===== src/verilog/sha3_pad_pkg.sv =====
/*
  Shared widths, types and constants of the SHA3/SHAKE padding stage
  Message words are fixed at 64 bits with byte strobes, no other width
  Only SHA3 and SHAKE suffixes exist here; cSHAKE prefixes are not supported
*/
`default_nettype none

package sha3_pad_pkg;

  //////////////////////////////////////////////////////////////////////
  // Widths
  //////////////////////////////////////////////////////////////////////

  // One message beat and its byte enables
  localparam int MsgWidth = 64;
  localparam int MsgStrbW = MsgWidth / 8;

  // Largest rate is 1344 bits (SHAKE128), 21 words
  localparam int MsgEntries = 21;

  // Count must reach MsgEntries itself to flag a full block
  localparam int MsgCountW = $clog2(MsgEntries + 1);

  typedef logic [MsgWidth-1:0]  msg_word_t;
  typedef logic [MsgStrbW-1:0]  msg_strb_t;
  typedef logic [MsgCountW-1:0] word_cnt_t;

  //////////////////////////////////////////////////////////////////////
  // Modes and strengths
  //////////////////////////////////////////////////////////////////////

  typedef enum logic {
    Sha3  = 1'b0,
    Shake = 1'b1
  } sha3_mode_e;

  // Security strength in bits, selects the rate
  typedef enum logic [2:0] {
    L128 = 3'd0,
    L224 = 3'd1,
    L256 = 3'd2,
    L384 = 3'd3,
    L512 = 3'd4
  } keccak_strength_e;

  // Write source of the block buffer
  typedef enum logic [1:0] {
    SrcNone    = 2'b00,
    SrcMsg     = 2'b01,
    SrcPad     = 2'b10,
    SrcZeroEnd = 2'b11
  } sel_src_e;

  // Rate in 64-bit words, indexed by keccak_strength_e
  localparam word_cnt_t KeccakRateWords [5] = '{5'd21, 5'd18, 5'd17, 5'd13, 5'd9};

  // Function suffix with the leading 1 of pad10*1 already appended
  // SHA3 appends 01, SHAKE appends 1111, both LSB first
  localparam logic [4:0] SuffixSha3  = 5'b00110;
  localparam logic [4:0] SuffixShake = 5'b11111;

endpackage

`default_nettype wire


===== src/verilog/msg_tail_buffer.sv =====
/*
  Holds the partial last word of a message until the pad word is written
  A partial word has contiguous strobes from byte 0 and byte 7 always empty
  Only one partial word per message, and only as its last word
*/
`timescale 1ns/1ps
`default_nettype none

module msg_tail_buffer (
  input  logic                     clk_i,
  input  logic                     rst_b,
  input  sha3_pad_pkg::msg_word_t  msg_data_i,
  input  sha3_pad_pkg::msg_strb_t  msg_strb_i,
  input  sha3_pad_pkg::sha3_mode_e mode_i,
  input  logic                     latch_tail_i,
  input  logic                     clr_tail_i,
  input  logic                     end_of_block_i,
  output logic                     tail_partial_o,
  output sha3_pad_pkg::msg_word_t  pad_word_o
);
  import sha3_pad_pkg::*;

  // Low seven bytes only, byte 7 is never valid in a partial word
  logic [MsgWidth-9:0] tail_data_q;
  logic [MsgStrbW-2:0] tail_strb_q;

  // Suffix plus first pad bit for the current mode
  logic [4:0] suffix;

  // Any cleared strobe marks the tail of the message
  assign tail_partial_o = ~(&msg_strb_i);

  assign suffix = (mode_i == Shake) ? SuffixShake : SuffixSha3;

  // Strobes decide which bytes survive, so they carry the reset
  always_ff @(posedge clk_i or negedge rst_b) begin
    if (!rst_b) begin
      tail_strb_q <= '0;
    end else if (latch_tail_i) begin
      tail_strb_q <= msg_strb_i[MsgStrbW-2:0];
    end else if (clr_tail_i) begin
      tail_strb_q <= '0;
    end
  end

  always_ff @(posedge clk_i) begin
    if (latch_tail_i) begin
      tail_data_q <= msg_data_i[MsgWidth-9:0];
    end else if (clr_tail_i) begin
      tail_data_q <= '0;
    end
  end

  //////////////////////////////////////////////////////////////////////
  // Pad word merge
  //////////////////////////////////////////////////////////////////////

  // Suffix goes into the first empty byte, end bit of pad10*1 at bit 63
  always_comb begin
    unique case (tail_strb_q)
      7'b000_0000: pad_word_o = {end_of_block_i, 63'(suffix)};
      7'b000_0001: pad_word_o = {end_of_block_i, 55'(suffix), tail_data_q[7:0]};
      7'b000_0011: pad_word_o = {end_of_block_i, 47'(suffix), tail_data_q[15:0]};
      7'b000_0111: pad_word_o = {end_of_block_i, 39'(suffix), tail_data_q[23:0]};
      7'b000_1111: pad_word_o = {end_of_block_i, 31'(suffix), tail_data_q[31:0]};
      7'b001_1111: pad_word_o = {end_of_block_i, 23'(suffix), tail_data_q[39:0]};
      7'b011_1111: pad_word_o = {end_of_block_i, 15'(suffix), tail_data_q[47:0]};
      7'b111_1111: pad_word_o = {end_of_block_i, 7'(suffix), tail_data_q[55:0]};
      // Broken strobes, keep only the end bit
      default:     pad_word_o = {end_of_block_i, 63'b0};
    endcase
  end

  //////////////////////////////////////////////////////////////////////
  // Assertions
  //////////////////////////////////////////////////////////////////////

  // A latched tail is a nonempty run of bytes from byte 0
  TailStrbContiguous_A: assert property (@(posedge clk_i) disable iff (!rst_b)
    latch_tail_i |=> (tail_strb_q != '0) &&
                     ((tail_strb_q & 7'(tail_strb_q + 1'b1)) == '0));

endmodule

`default_nettype wire


===== src/verilog/pad_ctrl_fsm.sv =====
/*
  Padding control: block word counter, run requests and absorbed pulse
  mode_i and strength_i must hold from start_i until absorbed_o
  Only one block is in flight, the count clears with every run
*/
`timescale 1ns/1ps
`default_nettype none

module pad_ctrl_fsm (
  input  logic                           clk_i,
  input  logic                           rst_b,
  input  logic                           start_i,
  input  logic                           process_i,
  input  logic                           msg_valid_i,
  input  logic                           tail_partial_i,
  input  logic                           keccak_ready_i,
  input  logic                           keccak_complete_i,
  input  sha3_pad_pkg::keccak_strength_e strength_i,
  output logic                           msg_ready_o,
  output logic                           keccak_run_o,
  output logic                           absorbed_o,
  output logic                           latch_tail_o,
  output logic                           clr_tail_o,
  output logic                           wr_en_o,
  output logic                           clr_buf_o,
  output logic                           end_of_block_o,
  output sha3_pad_pkg::sel_src_e         sel_src_o,
  output sha3_pad_pkg::word_cnt_t        wr_addr_o
);
  import sha3_pad_pkg::*;

  typedef enum logic [2:0] {
    Idle    = 3'd0,
    Message = 3'd1,
    Pad     = 3'd2,
    Pad01   = 3'd3,
    PadRun  = 3'd4,
    Flush   = 3'd5
  } pad_state_e;

  pad_state_e state_q;
  pad_state_e state_d;

  // Words written into the current block
  word_cnt_t wr_cnt_q;
  word_cnt_t block_limit;
  logic      block_full;

  // process_i seen while a full block waited for its run
  logic process_q;
  logic process_pending;

  logic absorbed_d;

  //////////////////////////////////////////////////////////////////////
  // Block size and counter
  //////////////////////////////////////////////////////////////////////

  always_comb begin
    unique case (strength_i)
      L128:    block_limit = KeccakRateWords[0];
      L224:    block_limit = KeccakRateWords[1];
      L256:    block_limit = KeccakRateWords[2];
      L384:    block_limit = KeccakRateWords[3];
      L512:    block_limit = KeccakRateWords[4];
      default: block_limit = KeccakRateWords[0];
    endcase
  end

  assign block_full      = (wr_cnt_q == block_limit);
  // Next write lands in the last word of the block
  assign end_of_block_o  = (word_cnt_t'(wr_cnt_q + 1'b1) == block_limit);
  assign wr_addr_o       = wr_cnt_q;
  assign process_pending = process_q | process_i;

  // Clears together with the buffer, steps on each word write
  always_ff @(posedge clk_i or negedge rst_b) begin
    if (!rst_b) begin
      wr_cnt_q <= '0;
    end else if (clr_buf_o) begin
      wr_cnt_q <= '0;
    end else if (wr_en_o) begin
      wr_cnt_q <= word_cnt_t'(wr_cnt_q + 1'b1);
    end
  end

  always_ff @(posedge clk_i or negedge rst_b) begin
    if (!rst_b) begin
      process_q <= 1'b0;
    end else if (process_i) begin
      process_q <= 1'b1;
    end else if (start_i) begin
      process_q <= 1'b0;
    end
  end

  //////////////////////////////////////////////////////////////////////
  // State machine
  //////////////////////////////////////////////////////////////////////

  always_ff @(posedge clk_i or negedge rst_b) begin
    if (!rst_b) begin
      state_q    <= Idle;
      absorbed_o <= 1'b0;
    end else begin
      state_q    <= state_d;
      absorbed_o <= absorbed_d;
    end
  end

  always_comb begin
    state_d      = state_q;
    sel_src_o    = SrcNone;
    msg_ready_o  = 1'b0;
    keccak_run_o = 1'b0;
    latch_tail_o = 1'b0;
    clr_tail_o   = 1'b0;
    wr_en_o      = 1'b0;
    clr_buf_o    = 1'b0;
    absorbed_d   = 1'b0;

    unique case (state_q)
      Idle: begin
        if (start_i) begin
          state_d = Message;
        end
      end

      // Full block first, even when process is already pending
      Message: begin
        sel_src_o = SrcMsg;
        if (block_full) begin
          if (keccak_ready_i) begin
            keccak_run_o = 1'b1;
            clr_buf_o    = 1'b1;
          end
        end else if (process_pending) begin
          state_d = Pad;
        end else begin
          msg_ready_o = 1'b1;
          // Partial word goes to the tail buffer, full word to the block
          if (msg_valid_i) begin
            latch_tail_o = tail_partial_i;
            wr_en_o      = ~tail_partial_i;
          end
        end
      end

      // Suffix-merged word, may already be the last of the block
      Pad: begin
        sel_src_o = SrcPad;
        if (keccak_ready_i) begin
          wr_en_o    = 1'b1;
          clr_tail_o = 1'b1;
          state_d    = end_of_block_o ? PadRun : Pad01;
        end
      end

      // Zero fill up to the block end, last word carries bit 63
      Pad01: begin
        sel_src_o = SrcZeroEnd;
        if (keccak_ready_i) begin
          if (block_full) begin
            keccak_run_o = 1'b1;
            clr_buf_o    = 1'b1;
            state_d      = Flush;
          end else begin
            wr_en_o = 1'b1;
          end
        end
      end

      PadRun: begin
        if (keccak_ready_i) begin
          keccak_run_o = 1'b1;
          clr_buf_o    = 1'b1;
          state_d      = Flush;
        end
      end

      // Wait for the last permutation
      Flush: begin
        if (keccak_complete_i) begin
          absorbed_d = 1'b1;
          state_d    = Idle;
        end
      end

      default: begin
        state_d = Idle;
      end
    endcase
  end

  //////////////////////////////////////////////////////////////////////
  // Assertions
  //////////////////////////////////////////////////////////////////////

  StartPulse_A: assert property (@(posedge clk_i) disable iff (!rst_b)
    start_i |=> !start_i);

  ProcessPulse_A: assert property (@(posedge clk_i) disable iff (!rst_b)
    process_i |=> !process_i);

  // Count must clear right after a run, or a second run would follow
  KeccakRunPulse_A: assert property (@(posedge clk_i) disable iff (!rst_b)
    keccak_run_o |=> !keccak_run_o);

  WrAddrInBlock_A: assert property (@(posedge clk_i) disable iff (!rst_b)
    wr_en_o |-> wr_addr_o < block_limit);

endmodule

`default_nettype wire


===== src/verilog/block_buffer.sv =====
/*
  Block-wide buffer read by Keccak, word 0 in the low bits
  Entries beyond the current rate stay zero, a clear wipes all entries
  Contents hold while no write or clear is requested
*/
`timescale 1ns/1ps
`default_nettype none

module block_buffer (
  input  logic                    clk_i,
  input  logic                    rst_b,
  input  sha3_pad_pkg::sel_src_e  sel_src_i,
  input  logic                    wr_en_i,
  input  logic                    clr_buf_i,
  input  logic                    end_of_block_i,
  input  sha3_pad_pkg::word_cnt_t wr_addr_i,
  input  sha3_pad_pkg::msg_word_t msg_data_i,
  input  sha3_pad_pkg::msg_word_t pad_word_i,
  output sha3_pad_pkg::msg_word_t [sha3_pad_pkg::MsgEntries-1:0] keccak_data_o
);
  import sha3_pad_pkg::*;

  // Word selected for the next write
  msg_word_t wr_word;

  //////////////////////////////////////////////////////////////////////
  // Write source
  //////////////////////////////////////////////////////////////////////

  always_comb begin
    unique case (sel_src_i)
      SrcMsg:     wr_word = msg_data_i;
      SrcPad:     wr_word = pad_word_i;
      // Zero fill, last word of the block closes pad10*1
      SrcZeroEnd: wr_word = {end_of_block_i, {(MsgWidth-1){1'b0}}};
      SrcNone:    wr_word = '0;
      default:    wr_word = '0;
    endcase
  end

  //////////////////////////////////////////////////////////////////////
  // Storage
  //////////////////////////////////////////////////////////////////////

  // Keccak absorbs the whole rate, so stale words must never remain
  always_ff @(posedge clk_i or negedge rst_b) begin
    if (!rst_b) begin
      keccak_data_o <= '0;
    end else if (clr_buf_i) begin
      keccak_data_o <= '0;
    end else if (wr_en_i) begin
      for (int unsigned i = 0; i < MsgEntries; i++) begin
        // Addressed entry only
        if (wr_addr_i == word_cnt_t'(i)) begin
          keccak_data_o[i] <= wr_word;
        end
      end
    end
  end

endmodule

`default_nettype wire


===== src/verilog/sha3_pad_top.sv =====
/*
  SHA3/SHAKE padding stage in front of a Keccak permutation
  start_i and process_i are single-cycle pulses, never in the same cycle
  Only the last message word may be partial; absorbed_o ends a message
*/
`timescale 1ns/1ps
`default_nettype none

module sha3_pad_top (
  input  logic                           clk_i,
  input  logic                           rst_b,

  // Message source
  input  logic                           msg_valid_i,
  input  sha3_pad_pkg::msg_word_t        msg_data_i,
  input  sha3_pad_pkg::msg_strb_t        msg_strb_i,
  output logic                           msg_ready_o,

  // Control
  input  logic                           start_i,
  input  logic                           process_i,
  input  sha3_pad_pkg::sha3_mode_e       mode_i,
  input  sha3_pad_pkg::keccak_strength_e strength_i,

  // Keccak side
  output sha3_pad_pkg::msg_word_t [sha3_pad_pkg::MsgEntries-1:0] keccak_data_o,
  input  logic                           keccak_ready_i,
  output logic                           keccak_run_o,
  input  logic                           keccak_complete_i,
  output logic                           absorbed_o
);
  import sha3_pad_pkg::*;

  // Tail buffer to block buffer
  msg_word_t pad_word;

  // FSM to datapath
  sel_src_e  sel_src;
  word_cnt_t wr_addr;
  logic      wr_en;
  logic      clr_buf;
  logic      end_of_block;
  logic      latch_tail;
  logic      clr_tail;

  // Tail buffer to FSM
  logic      tail_partial;

  //////////////////////////////////////////////////////////////////////
  // Input side
  //////////////////////////////////////////////////////////////////////

  msg_tail_buffer u_msg_tail_buffer (
    .clk_i          (clk_i),
    .rst_b          (rst_b),
    .msg_data_i     (msg_data_i),
    .msg_strb_i     (msg_strb_i),
    .mode_i         (mode_i),
    .latch_tail_i   (latch_tail),
    .clr_tail_i     (clr_tail),
    .end_of_block_i (end_of_block),
    .tail_partial_o (tail_partial),
    .pad_word_o     (pad_word)
  );

  // Control
  pad_ctrl_fsm u_pad_ctrl_fsm (
    .clk_i             (clk_i),
    .rst_b             (rst_b),
    .start_i           (start_i),
    .process_i         (process_i),
    .msg_valid_i       (msg_valid_i),
    .tail_partial_i    (tail_partial),
    .keccak_ready_i    (keccak_ready_i),
    .keccak_complete_i (keccak_complete_i),
    .strength_i        (strength_i),
    .msg_ready_o       (msg_ready_o),
    .keccak_run_o      (keccak_run_o),
    .absorbed_o        (absorbed_o),
    .latch_tail_o      (latch_tail),
    .clr_tail_o        (clr_tail),
    .wr_en_o           (wr_en),
    .clr_buf_o         (clr_buf),
    .end_of_block_o    (end_of_block),
    .sel_src_o         (sel_src),
    .wr_addr_o         (wr_addr)
  );

  // Output side
  block_buffer u_block_buffer (
    .clk_i          (clk_i),
    .rst_b          (rst_b),
    .sel_src_i      (sel_src),
    .wr_en_i        (wr_en),
    .clr_buf_i      (clr_buf),
    .end_of_block_i (end_of_block),
    .wr_addr_i      (wr_addr),
    .msg_data_i     (msg_data_i),
    .pad_word_i     (pad_word),
    .keccak_data_o  (keccak_data_o)
  );

endmodule

`default_nettype wire


===== config.mk =====
export PLATFORM = sky130hd
export DESIGN_NAME = sha3_pad_top
export DESIGN_NICKNAME = d
export VERILOG_FILES = /design/src/verilog/sha3_pad_pkg.sv /design/src/verilog/msg_tail_buffer.sv /design/src/verilog/pad_ctrl_fsm.sv /design/src/verilog/block_buffer.sv /design/src/verilog/sha3_pad_top.sv
export SDC_FILE = /design/constraint.sdc
export NUM_CORES = 2
export LEC_CHECK = 0
export BUFFER_PORTS_ARGS = -buffer_cell sky130_fd_sc_hd__buf_4
export CAP_MARGIN = 10
export CELL_PAD_IN_SITES_DETAIL_PLACEMENT = 0
export CELL_PAD_IN_SITES_GLOBAL_PLACEMENT = 1
export CORE_AREA = 2 2 552 554
export CTS_CLUSTER_DIAMETER = 120
export DETAILED_ROUTE_END_ITERATION = 16
export DIE_AREA = 0 0 554 556
export GPL_ROUTABILITY_DRIVEN = 1
export PLACE_DENSITY_LB_ADDON = 0.05
export SYNTH_ARGS = -nofsm -noshare
export SYNTH_HDL_FRONTEND = slang
export SYNTH_HIERARCHICAL = 1
export SYNTH_SLANG_ARGS = --single-unit

===== constraint.sdc =====
create_clock -name clk_i -period 5.8 [get_ports clk_i]
set_input_delay 0.58 -clock clk_i [delete_from_list [all_inputs] [get_ports clk_i]]
set_output_delay 0.58 -clock clk_i [all_outputs]
set_load 0.05 [all_outputs]

# Yosys cells after proc, flatten, opt, wreduce, memory -nomap -nowiden
# Cells that the tools add are included.
[word_totals] elab_cells=197 regBits=1417
[op_classes] n_eq_ne=49 n_bitwise=2 reduce_logical=51 muxes=67 n_addsub=1
[ops] operator="1344-bit two-way mux" count=2
[ops] operator="64-bit two-way mux" count=21
[ops] operator="61-bit case mux with 8 select lines" count=1
[ops] operator="64-bit case mux with 4 select lines" count=1
[ops] operator="56-bit two-way mux" count=2
[ops] operator="2-bit nonzero test" count=24
[ops] operator="2-bit AND reduction" count=21
[ops] operator="5-bit by 4-bit == test with 1-bit output, second input constant" count=8
[ops] operator="3-bit two-way mux" count=9
[ops] operator="5-bit == test, second input constant" count=5
[ops] operator="1-bit two-way mux" count=21
[ops] operator="5-bit by 3-bit == test with 1-bit output, second input constant" count=4
[ops] operator="5-bit case mux with 4 select lines" count=1
[ops] operator="3-bit case mux with 6 select lines" count=1
[ops] operator="8-bit AND reduction" count=2
[ops] operator="5-bit two-way mux" count=3
[ops] operator="7-bit two-way mux" count=2
[ops] operator="3-bit by 2-bit == test with 1-bit output, second input constant" count=4
[ops] operator="2-bit inequality test, second input constant" count=6
[ops] operator="5-bit by 2-bit == test with 1-bit output, second input constant" count=2
[ops] operator="5-bit == test" count=2
[ops] operator="3-bit == test, second input constant" count=3
[ops] operator="7-bit by 1-bit == test with 1-bit output, second input constant" count=1
[ops] operator="7-bit by 2-bit == test with 1-bit output, second input constant" count=1
[ops] operator="other kinds (19)" count=23

# Logic depth before layout (Yosys ltp)
[logic_depth] ltp_word=8 depth_mapped=11

# Hierarchy
# Netlist, hierarchy kept.
[modules_own_cells] module="block_buffer" cells_each=4711 seq_area_each_um2=33632.3 instances=1 area_per_inst_um2=59165.5
[modules_own_cells] module="msg_tail_buffer" cells_each=304 seq_area_each_um2=1856.8 instances=1 area_per_inst_um2=3281.9
[modules_own_cells] module="pad_ctrl_fsm" cells_each=98 seq_area_each_um2=250.2 instances=1 area_per_inst_um2=848.3

# Worst setup path after synthesis
# Ideal clock, no wire load.
[synth_timing] path_kind="input port to flip-flop" startpoint="in strength_i[1]" endpoint="reg u_msg_tail_buffer.tail_data_q[0], enable pin" setup_time_ns=0.389 stages=6 slack_ns=2.800 path_buffers=1 t_arrival_ns=2.610 cell_sequence="nor3b_1 > o21bai_1 > o211ai_4 > a21oi_1 > clkbuf_1 > or2_2"
[synth_between] elab_chain_len=6 elab_cells_between_ends=9
[synth_lines] item="start, declared" line_no="sha3_pad_top.sv:23" rtl="input sha3_pad_pkg::keccak_strength_e strength_i,"
[synth_lines] item="3-bit == test (tied with other cells)" line_no="pad_ctrl_fsm.sv:60" rtl="unique case (strength_i)"
[synth_lines] item="5-bit case mux with 4 select lines (*)" line_no="pad_ctrl_fsm.sv:60"
[synth_lines] item="5-bit == test (*)" line_no="pad_ctrl_fsm.sv:70" rtl="assign block_full = (wr_cnt_q == block_limit);"
[synth_lines] item="1-bit two-way mux (*)" line_no="pad_ctrl_fsm.sv:132" rtl="if (block_full) begin"
[synth_lines] item="1-bit two-way mux (*)" line_no="pad_ctrl_fsm.sv:122" rtl="unique case (state_q)"
[synth_lines] item="via latch_tail" line_no="sha3_pad_top.sv:43" rtl="logic latch_tail;"
[synth_lines] item="2-bit nonzero test (no source line) (*)"
[synth_lines] item="end signal, assigned" line_no="msg_tail_buffer.sv:48" rtl="tail_data_q <= msg_data_i[MsgWidth-9:0];"
[synth_lines] item="end, declared" line_no="msg_tail_buffer.sv:24" rtl="logic [MsgWidth-9:0] tail_data_q;"
# Mark *: on every way through the listed nets, which the timed path passes. The rest lies on a longest branch.
# A chain may end at the register's enable or synchronous reset.

# Worst setup path in the final report
[layout_timing] startpoint="reg u_pad_ctrl_fsm.wr_cnt_q[0], in the netlist u_pad_ctrl_fsm/wr_addr_o[0]" endpoint="out keccak_run_o"
[layout_between] elab_chain_len=4 elab_cells_between_ends=5
[layout_lines] item="start, declared" line_no="pad_ctrl_fsm.sv:45" rtl="word_cnt_t wr_cnt_q;"
[layout_lines] item="start signal, assigned" line_no="pad_ctrl_fsm.sv:83" rtl="wr_cnt_q <= word_cnt_t'(wr_cnt_q + 1'b1);"
[layout_lines] item="5-bit == test (*)" line_no="pad_ctrl_fsm.sv:70"
[layout_lines] item="1-bit two-way mux" line_no="pad_ctrl_fsm.sv:163" rtl="if (block_full) begin"
[layout_lines] item="1-bit two-way mux" line_no="pad_ctrl_fsm.sv:162" rtl="if (keccak_ready_i) begin"
[layout_lines] item="1-bit case mux with 3 select lines (*)" line_no="pad_ctrl_fsm.sv:122"
[layout_lines] item="end, declared" line_no="sha3_pad_top.sv:28" rtl="output logic keccak_run_o,"
# Every way passes the cells marked *; elsewhere a longest branch is shown, timed or not.

==> out/results.ini <==
[die]
die_area_mm2=0.308
start_util=0.210
die_h_um=556
rows=202
core_area_mm2=0.302
die_x_um=554
ios=1430

[worst_setup_path]
slowest_stage=a41o_4
crit_path_end_kind=primary output
arrival_ps=4140
required_ps=5220
crit_family=compound AO/OA/AOI/OAI gates
r2r_start=u_pad_ctrl_fsm/wr_addr_o[0]
start_kind=register
cpPeakStageDelay_ps=800
cp-startpoint=u_pad_ctrl_fsm/wr_addr_o[0]
path_buf_inv=2
crit_fanout=95
criticalPathCategory=register to primary output
worstPathCellList=nor2b_1, or4b_1, o211ai_4, a41o_4, buf_12, buf_4

[place]
port_buffers=1429
place.gp.congestion=0.736
hpwl_um=217000

[sta]
tightest_slew_ps=1200
period_minus_slack_ps=4720
period_share=0.814
finalSetupViolCount=0
finalHoldViolations=0
rsz0062_at_grt=no
relSlewSlack=0.202
max_freq_ghz=0.212
slew_viol_final=0
fin_tns_setup_ps=0
skew_ps=49.4

[synth]
synth_most_common_cell=dfrtp_1
ys_top_cells_by_area=dfrtp_1 (54%), mux2i_1 (21%), nand2b_1 (13%), edfxtp_1 (2.7%), clkbuf_1 (1.7%)
syn-cell-area_mm2=0.0633
synth.avg_cell_area_um2=12.4
synth-main-ff-cell=dfrtp_1
netlist_instances=5113
yosysUniqueCellTypes=64
synth-seq-cells=1417
synth_commonest_cells=dfrtp_1 (1361), nand2b_1 (1357), mux2i_1 (1345)
yosysWarnings=6
yosys.area.top_type=dfrtp_1
synth-edff-count=56
seq_area_frac_synth=0.565
synth.top_cell.area_share=0.538
async_flop_share=0.960

[layout]
layout-drive-gt1-share=0.290
fill_cells=31300
fin_util=0.283
area_growth_pct=34.8
finalNetCount=6521
multi_input_area_mm2=0.0255
seq_area_mm2=0.0357

[power_and_ir_drop]
leakagePower_nw=43.2
pwr_density_cell_mw_per_mm2=523
ir_worst_vdd_uv=278

[min_path]
worst_hold_path_type=input pin to register
min-delay-start=msg_strb_i[1]

[global_route]
grt_max_degree=225
grt_use_total=0.203
antenna_found_initial=50
grt_overflow_total=0
grt_pass1_vias=46600
grt_pass1_wl_um=435000

[routing]
vias=44100
finalWirelength_um=322000
drc=0
drt_first_pass_iters=5
ant_nets=0
drt_iter0_drc=2495
viasPerCell=4.17
detail_route.wl_per_cell_um=30.5

[clock_tree]
cts_tree=yes
path_clk_slew_ps=50
ctsRootBufferMaster=clkbuf_16
cts-buffers-inserted=191
postCtsResizedCells=0
clk_latency_ps=870
htreeDepth=4
numClockSinks=1417
clock_path_buffers=4

[run_status]
status=finished clean

[run]
drv_cap=0

==> kinds of logic (layout without fill, tap and decap cells) <==
logic type / Yosys count / count (layout) / synth area share
flip-flops: 1417 / 1417 / 0.565
XOR/XNOR: 4 / 4 / 0.000554
AO/OA/AOI/OAI: 150 / 150 / 0.0164
adder cells (fa/ha/maj): 1 / 1 / 0.000198
other: 1 / 15 / 0.0000592
AND/OR/NAND/NOR: 1691 / 1691 / 0.170
multiplexers: 1346 / 1346 / 0.213
buffers and inverters: 503 / 1971 / 0.0355
==> tightest hold or removal path, cell delays in order <==
cell	delay, ps
buf_4	90
nand2_1	150
o31ai_1	110
==> path summary, 6_finish.rpt <==
check | depth (start not counted) | slack, ps | to
setup / recovery | 6 | 1080 | keccak_run_o
setup reg to reg | 9 | 1540 | u_block_buffer/keccak_data_o[686]
min in group asynchronous | 2 | 300 | u_block_buffer/keccak_data_o[877]
hold / removal | 3 | 140 | u_msg_tail_buffer/tail_strb_q[1]
max in group asynchronous | 3 | 3810 | u_block_buffer/keccak_data_o[148]
hold reg to reg | 2 | 540 | u_block_buffer/keccak_data_o[322]
==> power by group <==
part           switching [mW]  internal [mW]
Combinational            14.2           5.08
Sequential               1.34           12.1
Clock                    4.94           6.91
Total                    20.5           24.1
==> sequential cells by signal (all words and copies together) (netlist names) <==
register,cells
u_msg_tail_buffer/tail_data_q,56
u_pad_ctrl_fsm/state_q,3
u_pad_ctrl_fsm/wr_addr_o,5
u_pad_ctrl_fsm/absorbed_o,1
u_msg_tail_buffer/tail_strb_q,7
u_block_buffer/keccak_data_o,1344
u_pad_ctrl_fsm/process_q,1
==> stage by stage <==
stage	cells	cell area, um2	setup WS, ps	total power, mW	hold slack, ps
floorplan	5114	63300	2800	25.0	284
global placement	10200	78600	1510	33.3	463
detailed placement	10200	78600	1470	33.3	468
CTS	10600	85300	879	45.6	23.4
global route	10600	85300	785	46.7	83.2
finish	10600	85300	1080	44.6	136
==> cells in the final DEF, fill, tap and decap left out, types with 4 or more instances in the layout <==
cell type and count:
nand2_8 6, a21oi_1 32, nand2_1 26, and3_1 13, a21o_2 26, mux2i_1 1345, nor2_1 17, nand3b_1 130
a21o_1 39, edfxtp_1 56, nor2_4 4, inv_1 19, nor2b_1 7, a31oi_1 10, nand2b_1 1357, nand2_4 4
o21ai_0 20, a21boi_0 5, clkinv_2 22, clkbuf_1 54, inv_6 4, nand4_1 9, nor3_1 5, dfrtp_1 1361
nand3_1 9, diode_2 13, nand4b_1 4, clkbuf_8 50, buf_12 43, buf_4 1510, clkbuf_16 197, and2_1 64
dlygate4sd3_1 60
==> what timing repair did <==
action | 4_1_cts | 5_1_grt
buffers inserted | 0 | 0
hold buffers | 60 | 0
endpoints found under the hold margin | 144 | 0
endpoints found under the setup margin | 0 | 0
==> layout make-up <==
cell class | count | share of cell area
clock buffer | 301 | 0.0682
timing repair buffer | 1614 | 0.150
antenna | 13 | 0.000381
inverter | 19 | 0.000836
sequential | 1417 | 0.419
multi-input combinational | 3194 | 0.299
tap | 3978 | 0.0583
clock inverter | 37 | 0.00378
==> layer usage <==
layer	wire length, um	share of wire	vias to the layer above	track usage
met2	157000	0.49	1269	0.346
met4	7920	0.025	50	0.0476
li1	-	-	19700	-
met1	131000	0.40	22700	0.242
met5	311	0.00096	-	0
met3	26400	0.082	349	0.0746
(Power assumes the default switching activity.)
